$ cat src/fw_ip1_pkg.sv
//------------------------------------------------------------
// IP1 slow control shared definitions
// Chain sizes, static and execute word fields, status bit
// positions and the configuration test state type
//------------------------------------------------------------
package fw_ip1_pkg;

  //------------------------------------------------------------
  // Configuration chain sizes
  localparam int CFG_WORDS  = 8;                        // Words in the config array
  localparam int CFG_WORD_W = 16;                       // Bits per array word
  localparam int CHAIN_LEN  = CFG_WORDS * CFG_WORD_W;   // Serial chain, 128 bits
  localparam int DATA_WORDS = CHAIN_LEN / 32;           // 32-bit capture words
  localparam int PERIOD_W   = 7;                        // Config clock period field
  localparam int CFG_AW     = $clog2(CFG_WORDS);        // Array index width
  localparam int DATA_AW    = $clog2(DATA_WORDS);       // Capture word index width
  localparam int CNT_W      = $clog2(CHAIN_LEN + 1);    // Shift counter, 0 to CHAIN_LEN

  //------------------------------------------------------------
  // Static word fields
  localparam int F_PERIOD_LSB = 0;
  localparam int F_PERIOD_MSB = 6;
  localparam int F_SUPER_PIX  = 7;

  // Execute word fields, the address shares the upper byte
  localparam int X_DELAY_LSB      = 0;
  localparam int X_DELAY_MSB      = 6;
  localparam int X_SAMPLE_LSB     = 7;
  localparam int X_SAMPLE_MSB     = 13;
  localparam int X_TEST_NUM_LSB   = 14;
  localparam int X_TEST_NUM_MSB   = 17;
  localparam int X_LOOPBACK       = 18;
  localparam int X_MASK_RESET_NOT = 23;                 // Keep reset_not high
  localparam int A_ADDR_LSB       = 16;                 // Array or readout address
  localparam int A_ADDR_MSB       = 23;

  localparam logic [3:0] TEST_CFG_CHAIN = 4'd1;         // Only test kept
  localparam int         MIN_DELAY      = 3;            // Smallest legal delay

  //------------------------------------------------------------
  // Sticky status bits
  localparam int ST_W_RESET = 0, ST_W_STATIC = 1, ST_R_STATIC = 2, ST_W_ARRAY = 3;
  localparam int ST_R_ARRAY = 4, ST_R_DATA = 5, ST_EXECUTE = 6, ST_DONE = 7, ST_ERROR = 31;

  typedef enum logic [2:0] {IDLE, DELAY, RESET_NOT, SHIFT, DONE} test_state_t;

endpackage
$ cat src/fw_ip1.sv
//------------------------------------------------------------
// IP1 slow control top level
// Opcode decode, config registers, config clock, chain test
// and software readout
//------------------------------------------------------------
`timescale 1ns/1ps

module fw_ip1 import fw_ip1_pkg::*; (
  input  logic        fw_axi_clk,
  input  logic        fw_rst_n,
  input  logic        fw_dev_id_enable,
  input  logic        fw_op_code_w_reset,
  input  logic        fw_op_code_w_cfg_static_0,
  input  logic        fw_op_code_r_cfg_static_0,
  input  logic        fw_op_code_w_cfg_array_0,
  input  logic        fw_op_code_r_cfg_array_0,
  input  logic        fw_op_code_r_data_array_0,
  input  logic        fw_op_code_w_status_clear,
  input  logic        fw_op_code_w_execute,
  input  logic [23:0] sw_write24_0,              // Data word from software
  output logic [31:0] fw_read_data32,
  output logic [31:0] fw_read_status32,
  output logic        fw_super_pixel_sel,        // Chip side
  output logic        fw_config_clk,
  output logic        fw_reset_not,
  output logic        fw_config_in,
  output logic        fw_config_load,
  input  logic        fw_config_out
);

  logic op_w_reset, op_w_static, op_r_static, op_w_array;
  logic op_r_array, op_r_data, op_status_clear, op_execute;
  logic test_enable, test_running, test_done, configclk;
  logic [23:0]                          static_word;
  logic [CFG_WORDS-1:0][CFG_WORD_W-1:0] cfg_array;
  logic [PERIOD_W-1:0]                  phase_cnt;
  logic [CHAIN_LEN-1:0]                 capture_reg;

  fw_op_decoder u_dec (
    .fw_axi_clk, .fw_rst_n, .fw_dev_id_enable,
    .fw_op_code_w_reset, .fw_op_code_w_cfg_static_0, .fw_op_code_r_cfg_static_0,
    .fw_op_code_w_cfg_array_0, .fw_op_code_r_cfg_array_0, .fw_op_code_r_data_array_0,
    .fw_op_code_w_status_clear, .fw_op_code_w_execute,
    .test_number (sw_write24_0[X_TEST_NUM_MSB:X_TEST_NUM_LSB]),
    .op_w_reset, .op_w_static, .op_r_static, .op_w_array,
    .op_r_array, .op_r_data, .op_status_clear, .op_execute, .test_enable
  );

  fw_cfg_regs u_regs (
    .fw_axi_clk, .fw_rst_n, .op_w_reset, .op_w_static, .op_w_array,
    .sw_write24_0, .static_word, .cfg_array
  );

  fw_configclk_gen u_clkgen (
    .fw_axi_clk, .fw_rst_n, .op_w_reset, .fw_dev_id_enable,
    .period (static_word[F_PERIOD_MSB:F_PERIOD_LSB]),
    .configclk, .phase_cnt
  );

  fw_cfg_chain_test u_test (
    .fw_axi_clk, .fw_rst_n, .op_w_reset, .op_execute, .test_enable,
    .configclk, .phase_cnt, .sw_write24_0, .static_word, .cfg_array, .fw_config_out,
    .fw_config_clk, .fw_reset_not, .fw_config_in, .fw_config_load, .fw_super_pixel_sel,
    .test_running, .test_done, .capture_reg
  );

  fw_readout u_rd (
    .fw_axi_clk, .fw_rst_n, .op_w_reset, .op_w_static, .op_r_static, .op_w_array,
    .op_r_array, .op_r_data, .op_status_clear, .op_execute,
    .sw_write24_0, .static_word, .cfg_array, .capture_reg,
    .test_running, .test_done, .fw_read_data32, .fw_read_status32
  );

endmodule

$ cat src/fw_readout.sv
//------------------------------------------------------------
// Software readout
// Registered read data multiplexer and the sticky status word
// with the execute configuration error flag
//------------------------------------------------------------
`timescale 1ns/1ps

module fw_readout import fw_ip1_pkg::*; (
  input  logic                                 fw_axi_clk,
  input  logic                                 fw_rst_n,
  input  logic                                 op_w_reset,
  input  logic                                 op_w_static,
  input  logic                                 op_r_static,
  input  logic                                 op_w_array,
  input  logic                                 op_r_array,
  input  logic                                 op_r_data,
  input  logic                                 op_status_clear,
  input  logic                                 op_execute,
  input  logic [23:0]                          sw_write24_0,
  input  logic [23:0]                          static_word,
  input  logic [CFG_WORDS-1:0][CFG_WORD_W-1:0] cfg_array,
  input  logic [CHAIN_LEN-1:0]                 capture_reg,
  input  logic                                 test_running,
  input  logic                                 test_done,
  output logic [31:0]                          fw_read_data32,
  output logic [31:0]                          fw_read_status32
);

  logic [7:0]          addr;                     // Read address byte
  logic [CFG_AW-1:0]   a_lo;
  logic [CFG_AW-1:0]   a_hi;                     // Wraps past the last word
  logic [PERIOD_W-1:0] delay;
  logic [PERIOD_W-1:0] period;
  logic                cfg_err;

  assign addr    = sw_write24_0[A_ADDR_MSB:A_ADDR_LSB];
  assign a_lo    = addr[CFG_AW-1:0];
  assign a_hi    = a_lo + 1'b1;
  assign delay   = sw_write24_0[X_DELAY_MSB:X_DELAY_LSB];
  assign period  = static_word[F_PERIOD_MSB:F_PERIOD_LSB];
  assign cfg_err = test_running && ((delay < MIN_DELAY) || (delay > period));

  // Read data holds until the next read
  always_ff @(posedge fw_axi_clk or negedge fw_rst_n) begin
    if (!fw_rst_n) begin
      fw_read_data32 <= '0;
    end else if (op_r_static) begin
      fw_read_data32 <= {8'h00, static_word};
    end else if (op_r_array) begin
      fw_read_data32 <= {cfg_array[a_hi], cfg_array[a_lo]};  // Word pair a+1, a
    end else if (op_r_data) begin
      if (addr < DATA_WORDS) begin
        fw_read_data32 <= capture_reg[32*addr[DATA_AW-1:0] +: 32];
      end else begin
        fw_read_data32 <= '0;                    // Beyond the capture register
      end
    end
  end

  //------------------------------------------------------------
  // Sticky status, clear takes priority
  always_ff @(posedge fw_axi_clk or negedge fw_rst_n) begin
    if (!fw_rst_n) begin
      fw_read_status32 <= '0;
    end else if (op_status_clear) begin
      fw_read_status32 <= '0;
    end else begin
      if (op_w_reset)  fw_read_status32[ST_W_RESET]  <= 1'b1;
      if (op_w_static) fw_read_status32[ST_W_STATIC] <= 1'b1;
      if (op_r_static) fw_read_status32[ST_R_STATIC] <= 1'b1;
      if (op_w_array)  fw_read_status32[ST_W_ARRAY]  <= 1'b1;
      if (op_r_array)  fw_read_status32[ST_R_ARRAY]  <= 1'b1;
      if (op_r_data)   fw_read_status32[ST_R_DATA]   <= 1'b1;
      if (op_execute)  fw_read_status32[ST_EXECUTE]  <= 1'b1;
      fw_read_status32[ST_DONE] <= test_done;    // Follows the test
      if (cfg_err)     fw_read_status32[ST_ERROR]    <= 1'b1;
    end
  end

endmodule

$ cat src/fw_cfg_chain_test.sv
//------------------------------------------------------------
// Configuration chain test
// Shifts the config array into the chip on the config clock
// and samples the chip's serial output into a capture register
// Loopback captures config_in instead of config_out
//------------------------------------------------------------
`timescale 1ns/1ps

module fw_cfg_chain_test import fw_ip1_pkg::*; (
  input  logic                                 fw_axi_clk,
  input  logic                                 fw_rst_n,
  input  logic                                 op_w_reset,
  input  logic                                 op_execute,
  input  logic                                 test_enable,
  input  logic                                 configclk,
  input  logic [PERIOD_W-1:0]                  phase_cnt,
  input  logic [23:0]                          sw_write24_0,
  input  logic [23:0]                          static_word,
  input  logic [CFG_WORDS-1:0][CFG_WORD_W-1:0] cfg_array,
  input  logic                                 fw_config_out,   // Serial out of the chip
  output logic                                 fw_config_clk,
  output logic                                 fw_reset_not,
  output logic                                 fw_config_in,
  output logic                                 fw_config_load,  // Low selects shift mode
  output logic                                 fw_super_pixel_sel,
  output logic                                 test_running,
  output logic                                 test_done,
  output logic [CHAIN_LEN-1:0]                 capture_reg
);

  test_state_t          state;
  logic [PERIOD_W-1:0]  delay_q;                 // Phase where the run starts
  logic [PERIOD_W-1:0]  sample_q;                // Phase where a bit is captured
  logic                 loopback_q;
  logic                 mask_rst_q;
  logic [CHAIN_LEN-1:0] tx_reg;                  // Bit 0 drives config_in
  logic [CNT_W-1:0]     shift_cnt;
  logic                 shift_tick;
  logic                 sample_tick;
  logic                 bit_in;

  assign shift_tick  = (state == SHIFT) && (phase_cnt == '0);
  assign sample_tick = (state == SHIFT) && (phase_cnt == sample_q);
  assign bit_in      = loopback_q ? fw_config_in : fw_config_out;

  //------------------------------------------------------------
  // Execute parameters, taken only while idle
  always_ff @(posedge fw_axi_clk or negedge fw_rst_n) begin
    if (!fw_rst_n) begin
      delay_q    <= '0;
      sample_q   <= '0;
      loopback_q <= 1'b0;
      mask_rst_q <= 1'b0;
    end else if (op_execute && (state == IDLE)) begin
      delay_q    <= sw_write24_0[X_DELAY_MSB:X_DELAY_LSB];
      sample_q   <= sw_write24_0[X_SAMPLE_MSB:X_SAMPLE_LSB];
      loopback_q <= sw_write24_0[X_LOOPBACK];
      mask_rst_q <= sw_write24_0[X_MASK_RESET_NOT];
    end
  end

  //------------------------------------------------------------
  // Test FSM
  always_ff @(posedge fw_axi_clk or negedge fw_rst_n) begin
    if (!fw_rst_n) begin
      state     <= IDLE;
      shift_cnt <= '0;
    end else if (op_w_reset) begin
      state     <= IDLE;
      shift_cnt <= '0;
    end else begin
      case (state)
        IDLE: if (test_enable) begin
          state     <= DELAY;
          shift_cnt <= '0;
        end
        DELAY:     if (phase_cnt == delay_q) state <= RESET_NOT;
        RESET_NOT: if (phase_cnt == delay_q) state <= SHIFT;    // One full period
        SHIFT: if (shift_tick) begin
          shift_cnt <= shift_cnt + 1'b1;
          if (shift_cnt == CNT_W'(CHAIN_LEN - 1)) state <= DONE;
        end
        DONE:    state <= DONE;                  // Until the next reset op
        default: state <= IDLE;
      endcase
    end
  end

  // Transmit chain, word 0 leaves first
  always_ff @(posedge fw_axi_clk) begin
    if (op_execute && (state == IDLE)) begin
      tx_reg <= cfg_array;
    end else if (shift_tick) begin
      tx_reg <= {1'b0, tx_reg[CHAIN_LEN-1:1]};
    end
  end

  // Capture, first sampled bit ends in bit 0
  always_ff @(posedge fw_axi_clk) begin
    if (sample_tick) begin
      capture_reg <= {bit_in, capture_reg[CHAIN_LEN-1:1]};
    end
  end

  //------------------------------------------------------------
  // Chip pins, idle levels whenever no test is enabled
  assign fw_config_clk      = test_enable & (state == SHIFT) & configclk;
  assign fw_config_in       = test_enable & (state == SHIFT) & tx_reg[0];
  assign fw_reset_not       = ~(test_enable & (state == RESET_NOT) & ~mask_rst_q);
  assign fw_config_load     = ~(test_enable & (state == SHIFT));
  assign fw_super_pixel_sel = test_enable & static_word[F_SUPER_PIX];
  assign test_running       = (state == DELAY) || (state == RESET_NOT) || (state == SHIFT);
  assign test_done          = (state == DONE);

  a_shift_bound: assert property (@(posedge fw_axi_clk) disable iff (!fw_rst_n)
    shift_cnt <= CHAIN_LEN);

endmodule

$ cat src/fw_configclk_gen.sv
//------------------------------------------------------------
// Configuration clock generator
// Phase counter with a software period, high for the upper
// half of each period
//------------------------------------------------------------
`timescale 1ns/1ps

module fw_configclk_gen import fw_ip1_pkg::*; (
  input  logic                fw_axi_clk,
  input  logic                fw_rst_n,
  input  logic                op_w_reset,
  input  logic                fw_dev_id_enable,
  input  logic [PERIOD_W-1:0] period,           // In fw_axi_clk cycles
  output logic                configclk,
  output logic [PERIOD_W-1:0] phase_cnt         // 0 to period minus 1
);

  logic [PERIOD_W-1:0] cnt_nxt;

  // Wrap once the count reaches period minus 1
  always_comb begin
    if (({1'b0, phase_cnt} + 1'b1) >= {1'b0, period}) begin
      cnt_nxt = '0;
    end else begin
      cnt_nxt = phase_cnt + 1'b1;
    end
  end

  always_ff @(posedge fw_axi_clk or negedge fw_rst_n) begin
    if (!fw_rst_n) begin
      phase_cnt <= '0;
      configclk <= 1'b0;
    end else if (op_w_reset || !fw_dev_id_enable) begin
      phase_cnt <= '0;                           // Held while disabled
      configclk <= 1'b0;
    end else begin
      phase_cnt <= cnt_nxt;
      configclk <= (period > 1) && (cnt_nxt >= (period >> 1));  // No clock below period 2
    end
  end

endmodule

$ cat src/fw_cfg_regs.sv
//------------------------------------------------------------
// Configuration registers
// Static configuration word and the configuration word array,
// both written by software and cleared by the reset op
//------------------------------------------------------------
`timescale 1ns/1ps

module fw_cfg_regs import fw_ip1_pkg::*; (
  input  logic                                 fw_axi_clk,
  input  logic                                 fw_rst_n,
  input  logic                                 op_w_reset,
  input  logic                                 op_w_static,
  input  logic                                 op_w_array,
  input  logic [23:0]                          sw_write24_0,
  output logic [23:0]                          static_word,
  output logic [CFG_WORDS-1:0][CFG_WORD_W-1:0] cfg_array
);

  logic [CFG_AW-1:0] w_addr;                     // Array address modulo CFG_WORDS

  assign w_addr = sw_write24_0[A_ADDR_LSB +: CFG_AW];

  //------------------------------------------------------------
  // Static word, holds period and super pixel select
  always_ff @(posedge fw_axi_clk or negedge fw_rst_n) begin
    if (!fw_rst_n) begin
      static_word <= '0;
    end else if (op_w_reset) begin
      static_word <= '0;
    end else if (op_w_static) begin
      static_word <= sw_write24_0;
    end
  end

  //------------------------------------------------------------
  // Config array, one 16-bit word per write
  always_ff @(posedge fw_axi_clk) begin
    if (op_w_reset) begin
      cfg_array <= '0;
    end else if (op_w_array) begin
      cfg_array[w_addr] <= sw_write24_0[CFG_WORD_W-1:0];  // Low half carries the data
    end
  end

endmodule

$ cat src/fw_op_decoder.sv
//------------------------------------------------------------
// Opcode decoder
// Gates the software opcode pulses with the device enable,
// registers them into strobes and holds the test enable
//------------------------------------------------------------
`timescale 1ns/1ps

module fw_op_decoder import fw_ip1_pkg::*; (
  input  logic       fw_axi_clk,
  input  logic       fw_rst_n,
  input  logic       fw_dev_id_enable,          // This block is addressed
  input  logic       fw_op_code_w_reset,
  input  logic       fw_op_code_w_cfg_static_0,
  input  logic       fw_op_code_r_cfg_static_0,
  input  logic       fw_op_code_w_cfg_array_0,
  input  logic       fw_op_code_r_cfg_array_0,
  input  logic       fw_op_code_r_data_array_0,
  input  logic       fw_op_code_w_status_clear,
  input  logic       fw_op_code_w_execute,
  input  logic [3:0] test_number,               // Test field of the execute word
  output logic       op_w_reset,
  output logic       op_w_static,
  output logic       op_r_static,
  output logic       op_w_array,
  output logic       op_r_array,
  output logic       op_r_data,
  output logic       op_status_clear,
  output logic       op_execute,
  output logic       test_enable                // Level, set by execute of test 1
);

  always_ff @(posedge fw_axi_clk or negedge fw_rst_n) begin
    if (!fw_rst_n) begin
      op_w_reset      <= 1'b0;
      op_w_static     <= 1'b0;
      op_r_static     <= 1'b0;
      op_w_array      <= 1'b0;
      op_r_array      <= 1'b0;
      op_r_data       <= 1'b0;
      op_status_clear <= 1'b0;
      op_execute      <= 1'b0;
    end else begin
      op_w_reset      <= fw_dev_id_enable & fw_op_code_w_reset;
      op_w_static     <= fw_dev_id_enable & fw_op_code_w_cfg_static_0;
      op_r_static     <= fw_dev_id_enable & fw_op_code_r_cfg_static_0;
      op_w_array      <= fw_dev_id_enable & fw_op_code_w_cfg_array_0;
      op_r_array      <= fw_dev_id_enable & fw_op_code_r_cfg_array_0;
      op_r_data       <= fw_dev_id_enable & fw_op_code_r_data_array_0;
      op_status_clear <= fw_dev_id_enable & fw_op_code_w_status_clear;
      op_execute      <= fw_dev_id_enable & fw_op_code_w_execute;
    end
  end

  // Test enable stays up until the next reset op
  always_ff @(posedge fw_axi_clk or negedge fw_rst_n) begin
    if (!fw_rst_n) begin
      test_enable <= 1'b0;
    end else if (op_w_reset) begin
      test_enable <= 1'b0;
    end else if (op_execute && (test_number == TEST_CFG_CHAIN)) begin
      test_enable <= 1'b1;
    end
  end

  // Software issues one opcode at a time
  a_one_strobe: assert property (@(posedge fw_axi_clk) disable iff (!fw_rst_n)
    $onehot0({op_w_reset, op_w_static, op_r_static, op_w_array,
              op_r_array, op_r_data, op_status_clear, op_execute}));

endmodule

$ cat config.mk
export PLATFORM = sky130hd
export DESIGN_NAME = fw_ip1
export DESIGN_NICKNAME = d
export VERILOG_FILES = /design/src/fw_ip1_pkg.sv /design/src/fw_ip1.sv /design/src/fw_readout.sv /design/src/fw_cfg_chain_test.sv /design/src/fw_configclk_gen.sv /design/src/fw_cfg_regs.sv /design/src/fw_op_decoder.sv
export SDC_FILE = /design/constraint.sdc
export NUM_CORES = 1
export LEC_CHECK = 0
export ABC_AREA = 1
export BUFFER_PORTS_ARGS = -buffer_cell sky130_fd_sc_hd__buf_2
export CORE_MARGIN = 2
export CORE_UTILIZATION = 60
export CTS_BUF_LIST = sky130_fd_sc_hd__clkbuf_2 sky130_fd_sc_hd__clkbuf_4 sky130_fd_sc_hd__clkbuf_8
export CTS_CLUSTER_SIZE = 10
export DETAILED_ROUTE_END_ITERATION = 16
export PLACE_DENSITY = 0.86
export SETUP_SLACK_MARGIN = 0.5
export SLEW_MARGIN = 20
export SYNTH_ARGS = -nofsm -noshare
export SYNTH_HDL_FRONTEND = slang
export SYNTH_SLANG_ARGS = --single-unit
$ cat constraint.sdc
create_clock -name fw_axi_clk -period 13 [get_ports fw_axi_clk]
set_input_delay 1.3 -clock fw_axi_clk [delete_from_list [all_inputs] [get_ports fw_axi_clk]]
set_output_delay 1.3 -clock fw_axi_clk [all_outputs]
set_load 0.02 [all_outputs]
; ---- Word level (Yosys, flattened, before mapping)
; Cells that the tools add are included.
[totals]
ff_bits = 493
out_inout_bits = 69
input_bits = 36
elab_cells = 153
[classes]
reduce_logical = 29
addsub = 4
n_shift = 1
eq_ne = 13
n_lt_le_gt_ge = 9
bitwise = 17
n_mux = 42
[ops]
columns = op, count
row1 = two-way mux 128 bit, 2
row2 = bitwise mux 128 bit, 1
row3 = two-way mux 32 bit, 4
row4 = variable part select 128 x 8 -> 32 bit, 1
row5 = binary-select mux 16 bit (select 3 bit), 2
row6 = demux 16 bit (select 3 bit), 1
row7 = two-way mux 16 bit, 3
row8 = two-way mux 24 bit, 2
row9 = two-way mux 8 bit, 4
row10 = nonzero test 2 bit, 11
row11 = two-way mux 3 bit, 6
row12 = one-hot mux 8 bit (2 select lines), 1
row13 = one-hot mux 3 bit (5 select lines), 1
row14 = bitwise AND 1 bit, 14
row15 = equality test 7 bit, 2
row16 = two-way mux 7 bit, 2
row17 = two-way mux 1 bit, 13
row18 = != test 3 x 2 -> 1 bit (second input constant), 3
row19 = adder 7 x 1 -> 8 bit (second input constant), 1
row20 = adder 8 x 1 -> 8 bit (second input constant), 1
row21 = equality test 8 x 7 -> 1 bit (second input constant), 1
row22 = greater-or-equal comparator 8 x 7 -> 1 bit, 1
row23 = < comparator 3 x 4 -> 1 bit (second input constant), 2
row24 = < comparator 8 x 3 -> 1 bit (second input constant), 1
row25 = 21 further kinds, 35

; ---- Logic depth before layout (Yosys ltp)
; Gate-level depths: netlist of the first run.
[depth]
ltp_word = 6
ltp_mapped = 23
mapped_depth_nobuf = 22

; ---- Cells and area by module
; From an unflattened synthesis of the first run, not the netlist that was laid out.
[unflattened]
hier_cells = 2660
area_unflattened_um2 = 24382.1
[modules_own_cells]
columns = module, cells_per_inst, instances, seq_area_each_um2, area_each_um2
row1 = fw_cfg_chain_test, 601, 1, 8363.0, 11164.5
row2 = fw_readout, 1114, 1, 1026.0, 6079.6
row3 = fw_cfg_regs, 810, 1, 3163.0, 6029.5
row4 = fw_configclk_gen, 103, 1, 200.2, 787.0
row5 = fw_op_decoder, 32, 1, 225.2, 321.6

; ---- Worst setup path after synthesis of the first run
; Ideal clock, no wire load.
[synth_timing]
path_kind = register to register
start = register u_clkgen.phase_cnt[0]
end = register u_test.tx_reg[0] (enable)
path_slack_ns = 2.368
synth_period_minus_slack_ns = 10.632
arrival_ns = 9.840
setup_ns = 0.792
required_ns = 12.208
path_buffers = 0
path_stages_with_launch = 7
path_cell_list = dfrtp_1 -> inv_1 -> ha_1 -> nand2_1 -> nor2_1 -> inv_1 -> o21ai_0
[synth_via]
elab_chain_cells = 3
[synth_rtl]
columns = item, line_no
row1 = from (decl), fw_configclk_gen.sv:15  ; output logic [PERIOD_W-1:0] phase_cnt
row2 = from (signal assigned), fw_configclk_gen.sv:37  ; phase_cnt <= cnt_nxt;
row3 = logical NOT 7 bit, fw_cfg_chain_test.sv:42  ; assign shift_tick = (state == SHIFT) && (phase_cnt == '0);
row4 = logical AND 1 bit, fw_cfg_chain_test.sv:42
row5 = nonzero test 2 bit (no line), -
row6 = to (signal assigned), fw_cfg_chain_test.sv:92  ; tx_reg <= cfg_array;
row7 = to (signal assigned), fw_cfg_chain_test.sv:94  ; tx_reg <= {1'b0, tx_reg[CHAIN_LEN-1:1]};
row8 = to (decl), fw_cfg_chain_test.sv:36  ; logic [CHAIN_LEN-1:0] tx_reg;
; Every way passes these cells.
; A chain may end at the register's enable or synchronous reset.

; ---- Worst setup path in the final report of the first run
[layout_timing]
start = input port sw_write24_0[16]
end = register u_rd.fw_read_data32[28]
[layout_via]
elab_chain_cells = 5
elab_cells_between_ends = 9
cone_classes = 1 x add/sub / 1 x order compare / 1 x shift / 6 x mux
[layout_rtl]
columns = item, line_no
row1 = from (decl), fw_ip1.sv:20  ; input logic [23:0] sw_write24_0,
row2 = "variable part select 128 x 8 -> 32 bit, or another cell as far along", fw_readout.sv:53  ; fw_read_data32 <= capture_reg[32*addr[DATA_AW-1:0] +: 32];
row3 = two-way mux 32 bit or binary-select mux 16 bit (select 3 bit) (tied branches), "fw_readout.sv:52, fw_readout.sv:50"
row4 = two-way mux 32 bit or two-way mux 16 bit (tied branches), "fw_readout.sv:51, fw_readout.sv:50"
row5 = two-way mux 32 bit *, fw_readout.sv:49  ; end else if (op_r_array) begin
row6 = two-way mux 32 bit *, fw_readout.sv:47  ; end else if (op_r_static) begin
row7 = to (signal assigned), fw_readout.sv:48  ; fw_read_data32 <= {8'h00, static_word};
row8 = to (signal assigned), fw_readout.sv:50  ; fw_read_data32 <= {cfg_array[a_hi], cfg_array[a_lo]};
row9 = to (signal assigned), fw_readout.sv:53
row10 = to (decl), fw_readout.sv:25  ; output logic [31:0] fw_read_data32,
; Every way passes the cells marked *; elsewhere a longest branch is shown, timed or not. The select of a mux whose other input is x is not followed.

==> results of run 1 <==
==> final cells by class <==
type | count | area, µm² | area share
multi-input combinational | 1645 | 7900 | 0.318
inverter | 261 | 985 | 0.0396
sequential | 493 | 13000 | 0.522
timing repair buffer | 104 | 587 | 0.0236
clock buffer | 130 | 1570 | 0.0632
antenna | 1 | 2.50 | 0.000101
tap | 511 | 639 | 0.0257
clock inverter | 19 | 190 | 0.00765
==> power by group through the flow <==
stage          Clock (mW)  Combinational (mW)  Sequential [mW]
2_1_floorplan           0               0.483             2.07
3_3_place_gp            0               0.675             2.03
3_5_place_dp            0               0.701             2.03
4_1_cts              1.48               0.704             2.01
5_1_grt              1.55               0.790             2.03
6_report             1.48               0.716             2.01
==> cell families (layout without fill, tap and decap cells) <==
group                    after synthesis  after routing  share of synthesized area
AO/OA/AOI/OAI                        693            693                      0.163
XOR/XNOR                              19             19                    0.00817
adder cells (fa/ha/maj)               25             25                     0.0138
buffers and inverters                444            514                     0.0848
flip-flops                           493            493                      0.572
other                                  1             24                   0.000165
AND/OR/NAND/NOR                      885            885                      0.158
==> critical path: stages <==
cell and delay (ps):
buf_6 490, inv_2 40, buf_4 460, ha_1 460
buf_4 430, clkinv_1 880, a21oi_1 400, o21ai_0 150
nand3_1 130, nand3_1 90, nand3_1 140, nand2_1 70
==> metrics by stage <==
step,instances,util,area (µm²)
after CTS,3163,0.663,24800
after global routing,3163,0.663,24800
after global placement,3014,0.616,23100
after floorplan,2582,-,22800
after detailed placement,3014,0.616,23100
final,3164,0.663,24900
==> worst max-delay path by stage <==
stage / slack [ps] / to
floorplan: 2370 / u_test.tx_reg[0]$_DFFE_PP_
global placement: 8110 / u_rd.fw_read_data32[29]$_DFFE_PN0P_
detailed placement: 7900 / u_rd.fw_read_data32[28]$_DFFE_PN0P_
CTS: 8530 / u_rd.fw_read_data32[28]$_DFFE_PN0P_
global route: 8210 / u_rd.fw_read_data32[28]$_DFFE_PN0P_
finish: 8330 / u_rd.fw_read_data32[28]$_DFFE_PN0P_
==> synth_stat cells, types with 9 or more instances <==
master | count | area [µm²]
nand2_1 | 644 | 2420
o21ai_0 | 326 | 1630
edfxtp_1 | 256 | 7690
inv_1 | 237 | 890
a21oi_1 | 218 | 1090
dfxtp_1 | 128 | 2560
nand3_1 | 114 | 571
dfrtp_1 | 109 | 2730
nor2_1 | 86 | 323
o211ai_1 | 77 | 578
clkbuf_1 | 73 | 274
buf_2 | 63 | 315
o21ai_1 | 48 | 240
buf_4 | 37 | 278
ha_1 | 25 | 313
o22ai_1 | 19 | 119
clkinv_1 | 15 | 56.3
nand4_1 | 10 | 62.6
nor3_1 | 10 | 50.1
xnor2_1 | 10 | 87.6
inv_2 | 9 | 33.8
nor2_2 | 9 | 56.3
==> layer usage <==
layer | part of all wire | vias up | track usage
li1 | - | 8615 | -
met1 | 0.38 | 8954 | 0.454
met2 | 0.44 | 1259 | 0.504
met3 | 0.12 | 253 | 0.0760
met4 | 0.056 | 0 | 0.182
met5 | 0 | - | 0
==> cells in the final DEF (no fill, tap or decap), types with 8 or more instances in the layout <==
cell type / count
a21oi_1: 218
buf_2: 79
buf_4: 24
clkbuf_4: 35
clkbuf_8: 95
clkinv_1: 20
conb_1: 23
dfrtp_1: 109
dfxtp_1: 128
edfxtp_1: 256
ha_1: 25
inv_1: 237
inv_2: 8
nand2_1: 644
nand3_1: 114
nand4_1: 10
nor2_1: 84
nor2_2: 9
nor3_1: 9
o211ai_1: 77
o21ai_0: 325
o21ai_1: 48
o22ai_1: 19
xnor2_1: 10
xor2_1: 8
==> flow_summary_export.csv, run 1 <==
group,metric,value,unit
route,wl_per_cell,20.7,µm
critical_path,arrival,5200,ps
placed_design,io_buffers,81,
synth,ys_seq_area_frac,0.572,
timing,tightest_slew,1170,ps
critical_path,regToRegStartpoint,"u_test.state[0]$_DFFE_PN0P_",
clock_network,numCtsBuffers,80,
synth,synth-main-ff-cell,"edfxtp_1",
power_and_ir_drop,comb_power_share,0.170,
clock_network,cts_hold_buffers,0,
timing,relSlewSlack,0.219,
timing,finalHoldViolCount,0,
timing,fmax,214,MHz
synth,yosys_warnings,0,
worst_hold_path,min_path_type,"reg2reg",
floorplanning,io_pins,105,
route,first_iter_violations,2938,
global_routing,gr-usage-all-layers,0.335,
worst_hold_path,hold_depth,0,
global_routing,grt_pass1_wl,99.8,mm
synth,synth_edf_count,256,
worst_hold_path,min_to,"u_test.capture_reg[105]$_DFFE_PP_",
route,ant_nets,0,
status,status,"complete, no violations",
critical_path,worstPathMaxFanout,104,
timing,period_minus_slack,4670,ps
clock_network,insertion_delay,650,ps
timing,setup_slack,8330,ps
floorplanning,rows,71,
power_and_ir_drop,pwr-share-seq,0.479,
power_and_ir_drop,p_clk_frac,0.351,
clock_network,clk_path_buf_depth,3,
critical_path,ff2ff_path_depth,8,
cells_and_area,fin_nets,2646,
clock_network,cts_tree,"yes",
floorplanning,die_y,198,µm
synth,syn_area_per_cell,8.86,µm²
clock_network,root_buffer,"clkbuf_8",
route,totalWireLength,65.6,mm
critical_path,rrSetupSlack,9110,ps
route,drc_errors,0,
cells_and_area,layout-drive-gt1-share,0.106,
synth,synth_cells,2560,
worst_hold_path,hold_path_startpoint,"u_test.capture_reg[106]$_DFFE_PP_",
clock_network,clock_sinks,493,
floorplanning,core,37500,µm²
power_and_ir_drop,p_switching,1.27,mW
synth,synth_async_sr_flop_share,0.221,
global_routing,grt_overflow,0,
timing,skew,30.4,ps
timing,hold_slack,441,ps
power_and_ir_drop,swShare,0.303,
power_and_ir_drop,p_leak,10.6,nW
power_and_ir_drop,peakVddDrop,0.115,mV
timing,report.final.slew_viol_count,0,
synth,synthDistinctLibCells,41,
route,num_vias,19100,
clock_network,cts_resized,0,
timing,rsz0062_at_grt,"false",
timing,finalSetupViolCount,0,
synth,syn-cell-area,22700,µm²
placed_design,finalWeightedCongestion,0.940,
clock_network,post-cts-setup-buffers,0,
global_routing,grt_pass1_vias,17900,
critical_path,critPathCaptureType,"register",
critical_path,required,13530,ps
power_and_ir_drop,p_total,4.21,mW
critical_path,r2r_end,"u_test.tx_reg[107]$_DFFE_PP_",
clock_network,cts_max_level,3,
cells_and_area,nFillCells,2916,
critical_path,worstSetupStartpoint,"sw_write24_0[16]",
global_routing,grt_max_degree,111,
placed_design,place_ws,7900,ps
floorplanning,die_area,39400,µm²
power_and_ir_drop,p_per_area,169,nW/µm²
route,via_per_inst,6.03,
clock_network,clk_pin_slew,70,ps
route,first_pass_iters,6,
timing,period_share,0.359,
run,cap_violations,0,
synth,synth_seq_cells,493,
critical_path,crit_type,"in2reg",
placed_design,place_hpwl,42.1,mm
critical_path,cp-start-kind,"input port",
floorplanning,start_util,0.605,
floorplanning,fp.dieW,198,µm
cells_and_area,syn_to_final_growth,9.57,%
timing,fin_setup_tns,0,ps
power_and_ir_drop,intPower,2.93,mW
global_routing,antenna_found_initial,1,
(Power assumes the default switching activity.)
==> run 2: changes to the inputs <==
--- a/config.mk
+++ b/config.mk
@@ -5,14 +5,14 @@
 export SDC_FILE = /design/constraint.sdc
 export NUM_CORES = 1
 export LEC_CHECK = 0
-export ABC_AREA = 1
+export ABC_AREA = 0
 export BUFFER_PORTS_ARGS = -buffer_cell sky130_fd_sc_hd__buf_2
 export CORE_MARGIN = 2
-export CORE_UTILIZATION = 60
+export CORE_UTILIZATION = 58
 export CTS_BUF_LIST = sky130_fd_sc_hd__clkbuf_2 sky130_fd_sc_hd__clkbuf_4 sky130_fd_sc_hd__clkbuf_8
 export CTS_CLUSTER_SIZE = 10
 export DETAILED_ROUTE_END_ITERATION = 16
-export PLACE_DENSITY = 0.86
+export PLACE_DENSITY = 0.87
 export SETUP_SLACK_MARGIN = 0.5
 export SLEW_MARGIN = 20
 export SYNTH_ARGS = -nofsm -noshare
==> constraint.sdc (replaced) <==
create_clock -name fw_axi_clk -period 3.85 [get_ports fw_axi_clk]
set_input_delay 0.385 -clock fw_axi_clk [delete_from_list [all_inputs] [get_ports fw_axi_clk]]
set_output_delay 0.385 -clock fw_axi_clk [all_outputs]
set_load 0.02 [all_outputs]
==> run 2 against run 1 <==
Compared with the run above:
- total power grew to 2.9 times the previous value
- sequential power grew to 3.0 times the previous value
- hold slack got worse by 420 ps
- wire length decreased by 7.2%
- clock skew grew 11 ps
- global-route usage is 2.4 points lower
- largest cell class unchanged
==> flow_summary_export.csv, run 2 <==
group,metric,value,unit
route,first_iter_violations,2196,
placed_design,dp.cells,2226,
synth,yosys_warnings,0,
cells_and_area,layout-drive-gt1-share,0.279,
synth,synthDistinctLibCells,55,
critical_path,worstPathMaxFanout,8,
global_routing,grt_overflow,0,
timing,relSlewSlack,0.226,
timing,period_minus_slack,3140,ps
route,ant_nets,0,
cells_and_area,instances_no_fill,2376,
placed_design,place_hpwl,37.6,mm
synth,synth_seq_cells,493,
critical_path,required,4340,ps
synth,yosys.area_share.xor_xnor,0.00949,
cells_and_area,seqCellArea,13000,µm²
synth,synth_top_area_share,0.347,
timing,fmax,319,MHz
synth,synth.area.top_cells,"edfxtp_1 (35%), dfrtp_1 (12%), dfxtp_1 (12%)",
cells_and_area,fin_nets,1861,
synth,synth_edf_count,256,
power_and_ir_drop,p_per_area,489,nW/µm²
synth,synth_top_family_by_area,"multiplexers",
timing,finalHoldViolCount,0,
clock_network,cts_tree,"yes",
global_routing,antenna_found_initial,1,
cells_and_area,multi_input_area,8490,µm²
floorplanning,core,37700,µm²
clock_network,insertion_delay,640,ps
global_routing,grt_max_degree,129,
synth,synthTopCellsByCount,"nand2_1 (322), edfxtp_1 (256), mux2_2 (152)",
synth,synth-adder-area-share,0.0141,
run,cap_violations,0,
synth,synth-main-ff-cell,"edfxtp_1",
clock_network,cts_max_level,3,
route,first_pass_iters,6,
synth,yosysMostFrequentCell,"nand2_1",
cells_and_area,layout_commonest_cell,"nand2_1",
timing,tightest_slew,1160,ps
synth,syn_area_per_cell,12.9,µm²
synth,synth_top_cell_by_area,"edfxtp_1",
route,wl_per_cell,25.6,µm
timing,period_share,0.814,
global_routing,grt_pass1_wl,91.7,mm
synth,synthSimpleGateAreaFrac,0.0931,
timing,finalSetupViolCount,0,
power_and_ir_drop,peakVddDrop,0.276,mV
clock_network,clk_pin_slew,70,ps
synth,synth-compound-area-share,0.0638,
placed_design,place_ws,642,ps
floorplanning,io_pins,105,
synth,ys_seq_area_frac,0.586,
power_and_ir_drop,p_leak,9.08,nW
route,totalWireLength,60.9,mm
clock_network,numCtsBuffers,77,
placed_design,io_buffers,81,
cells_and_area,syn_to_final_growth,11.6,%
floorplanning,fp.dieW,199,µm
timing,rsz0062_at_grt,"false",
cells_and_area,nFillCells,2505,
critical_path,crit_type,"reg2reg",
synth,synth_async_sr_flop_share,0.221,
global_routing,gr-usage-all-layers,0.311,
critical_path,cp-start-kind,"register",
timing,report.final.slew_viol_count,0,
synth,synth_cells,1719,
synth,synth_mux_area_frac,0.194,
critical_path,critPathCaptureType,"register",
floorplanning,die_area,39800,µm²
worst_hold_path,min_path_type,"in2reg",
clock_network,root_buffer,"clkbuf_8",
synth,syn-cell-area,22100,µm²
cells_and_area,final_cell_mix,"nand2_1 (320), edfxtp_1 (256), mux2_2 (152)",
global_routing,grt_pass1_vias,15500,
timing,setup_slack,714,ps
clock_network,clock_sinks,493,
floorplanning,start_util,0.588,
floorplanning,die_y,199,µm
route,via_per_inst,6.52,
critical_path,arrival,3620,ps
timing,skew,41.3,ps
placed_design,finalWeightedCongestion,0.860,
route,drc_errors,0,
clock_network,clk_path_buf_depth,3,
status,status,"complete, no violations",
floorplanning,rows,71,
route,num_vias,15500,
[run 2: cell count changes in the layout (fill, tap and decap cells not counted), sizes merged, moves of 9 or more]
cell | before | now
inv | 249 | 20
nand2 | 646 | 322
o21ai | 374 | 20
o211ai | 77 | 1
and2 | 0 | 10
mux2i | 0 | 44
mux2 | 0 | 152
clkbuf | 130 | 121
a21oi | 219 | 141
buf | 104 | 118
clkinv | 23 | 14
mux4 | 0 | 93
nand3 | 115 | 16
a221oi | 0 | 22
[run 2: final timing paths]
check | startpoint | to | slack (ps) | cells after the start
worst min register to register | u_test.capture_reg[120]$_DFFE_PP_ | u_test.capture_reg[119]$_DFFE_PP_ | 440 | 0
max in group asynchronous | fw_rst_n | u_clkgen.phase_cnt[2]$_DFF_PN0_ | 2670 | 3
min in group asynchronous | fw_rst_n | u_regs.static_word[5]$_DFFE_PN0P_ | 380 | 2
worst min-delay path | fw_op_code_w_status_clear | u_dec.op_status_clear$_DFF_PN0_ | 20 | 2
worst max register to register | u_clkgen.phase_cnt[2]$_DFF_PN0_ | u_clkgen.configclk$_DFF_PN0_ | 710 | 14
worst max-delay path | u_clkgen.phase_cnt[2]$_DFF_PN0_ | u_clkgen.configclk$_DFF_PN0_ | 710 | 14
[run 2: worst max-delay path: stages (launching register included)]
cell and delay [ps]:
dfrtp_2 480, nand3_1 120, nor3_1 270, xnor2_1 240, inv_1 80, ha_1 300, a21o_1 160, a21oi_1 300
nand3_1 230, nor2_1 160, ha_1 260, a21oi_1 130, a21oi_1 70, o21ai_0 150, a21oi_1 80
[run 2: area by class of cell]
cell class                 instances  share of cell area
sequential                       493               0.525
antenna                            2            0.000203
multi-input combinational       1086               0.343
clock buffer                     121              0.0608
tap                              511              0.0259
timing repair buffer             124              0.0336
clock inverter                    21             0.00780
inverter                          18             0.00273
[run 2: cell families after synthesis]
family                     Yosys count
adders and majority gates           25
AOI/OAI and AO/OA                  234
and+or+nand+nor                    491
xor gates and xnor gates            24
muxes                              289
buffers and inverters              162
DFF                                493
other                                1
[run 2: where the power goes]
| group | switching (mW) | internal, mW | leakage [nW] |
|---|---|---|---|
| clock network | 2.12 | 2.70 | 0.903 |
| registers | 0.224 | 5.80 | 4.53 |
| logic | 0.736 | 0.510 | 3.65 |
| total | 3.08 | 9.01 | 9.08 |
[run 2: per-layer routing]
metal | track usage | vias up | share of wire
met5 | 0 | - | 0
met4 | 0.184 | 0 | 0.060
met3 | 0.0908 | 253 | 0.13
met2 | 0.477 | 1170 | 0.46
met1 | 0.394 | 7626 | 0.35
li1 | - | 6453 | -
[run 2: repair_timing]
action,in CTS,in global routing
setup buffers,0,0
gates resized for setup,0,4
endpoints found under the hold margin,80,0
hold buffers,6,0
endpoints found under the setup margin,0,1
[run 2: stage by stage]
step           setup TNS, ps  instance area (µm²)  hold WS [ps]  total power [mW]  utilization
2_1_floorplan        -299180                22300          89.4              6.93            -
3_3_place_gp               0                22900           425              7.27        0.609
3_5_place_dp               0                22900           429              7.32        0.609
4_1_cts                    0                24700          15.8              12.0        0.656
5_1_grt                    0                24700          24.2              12.4        0.656
6_report                   0                24700          23.0              12.1        0.656
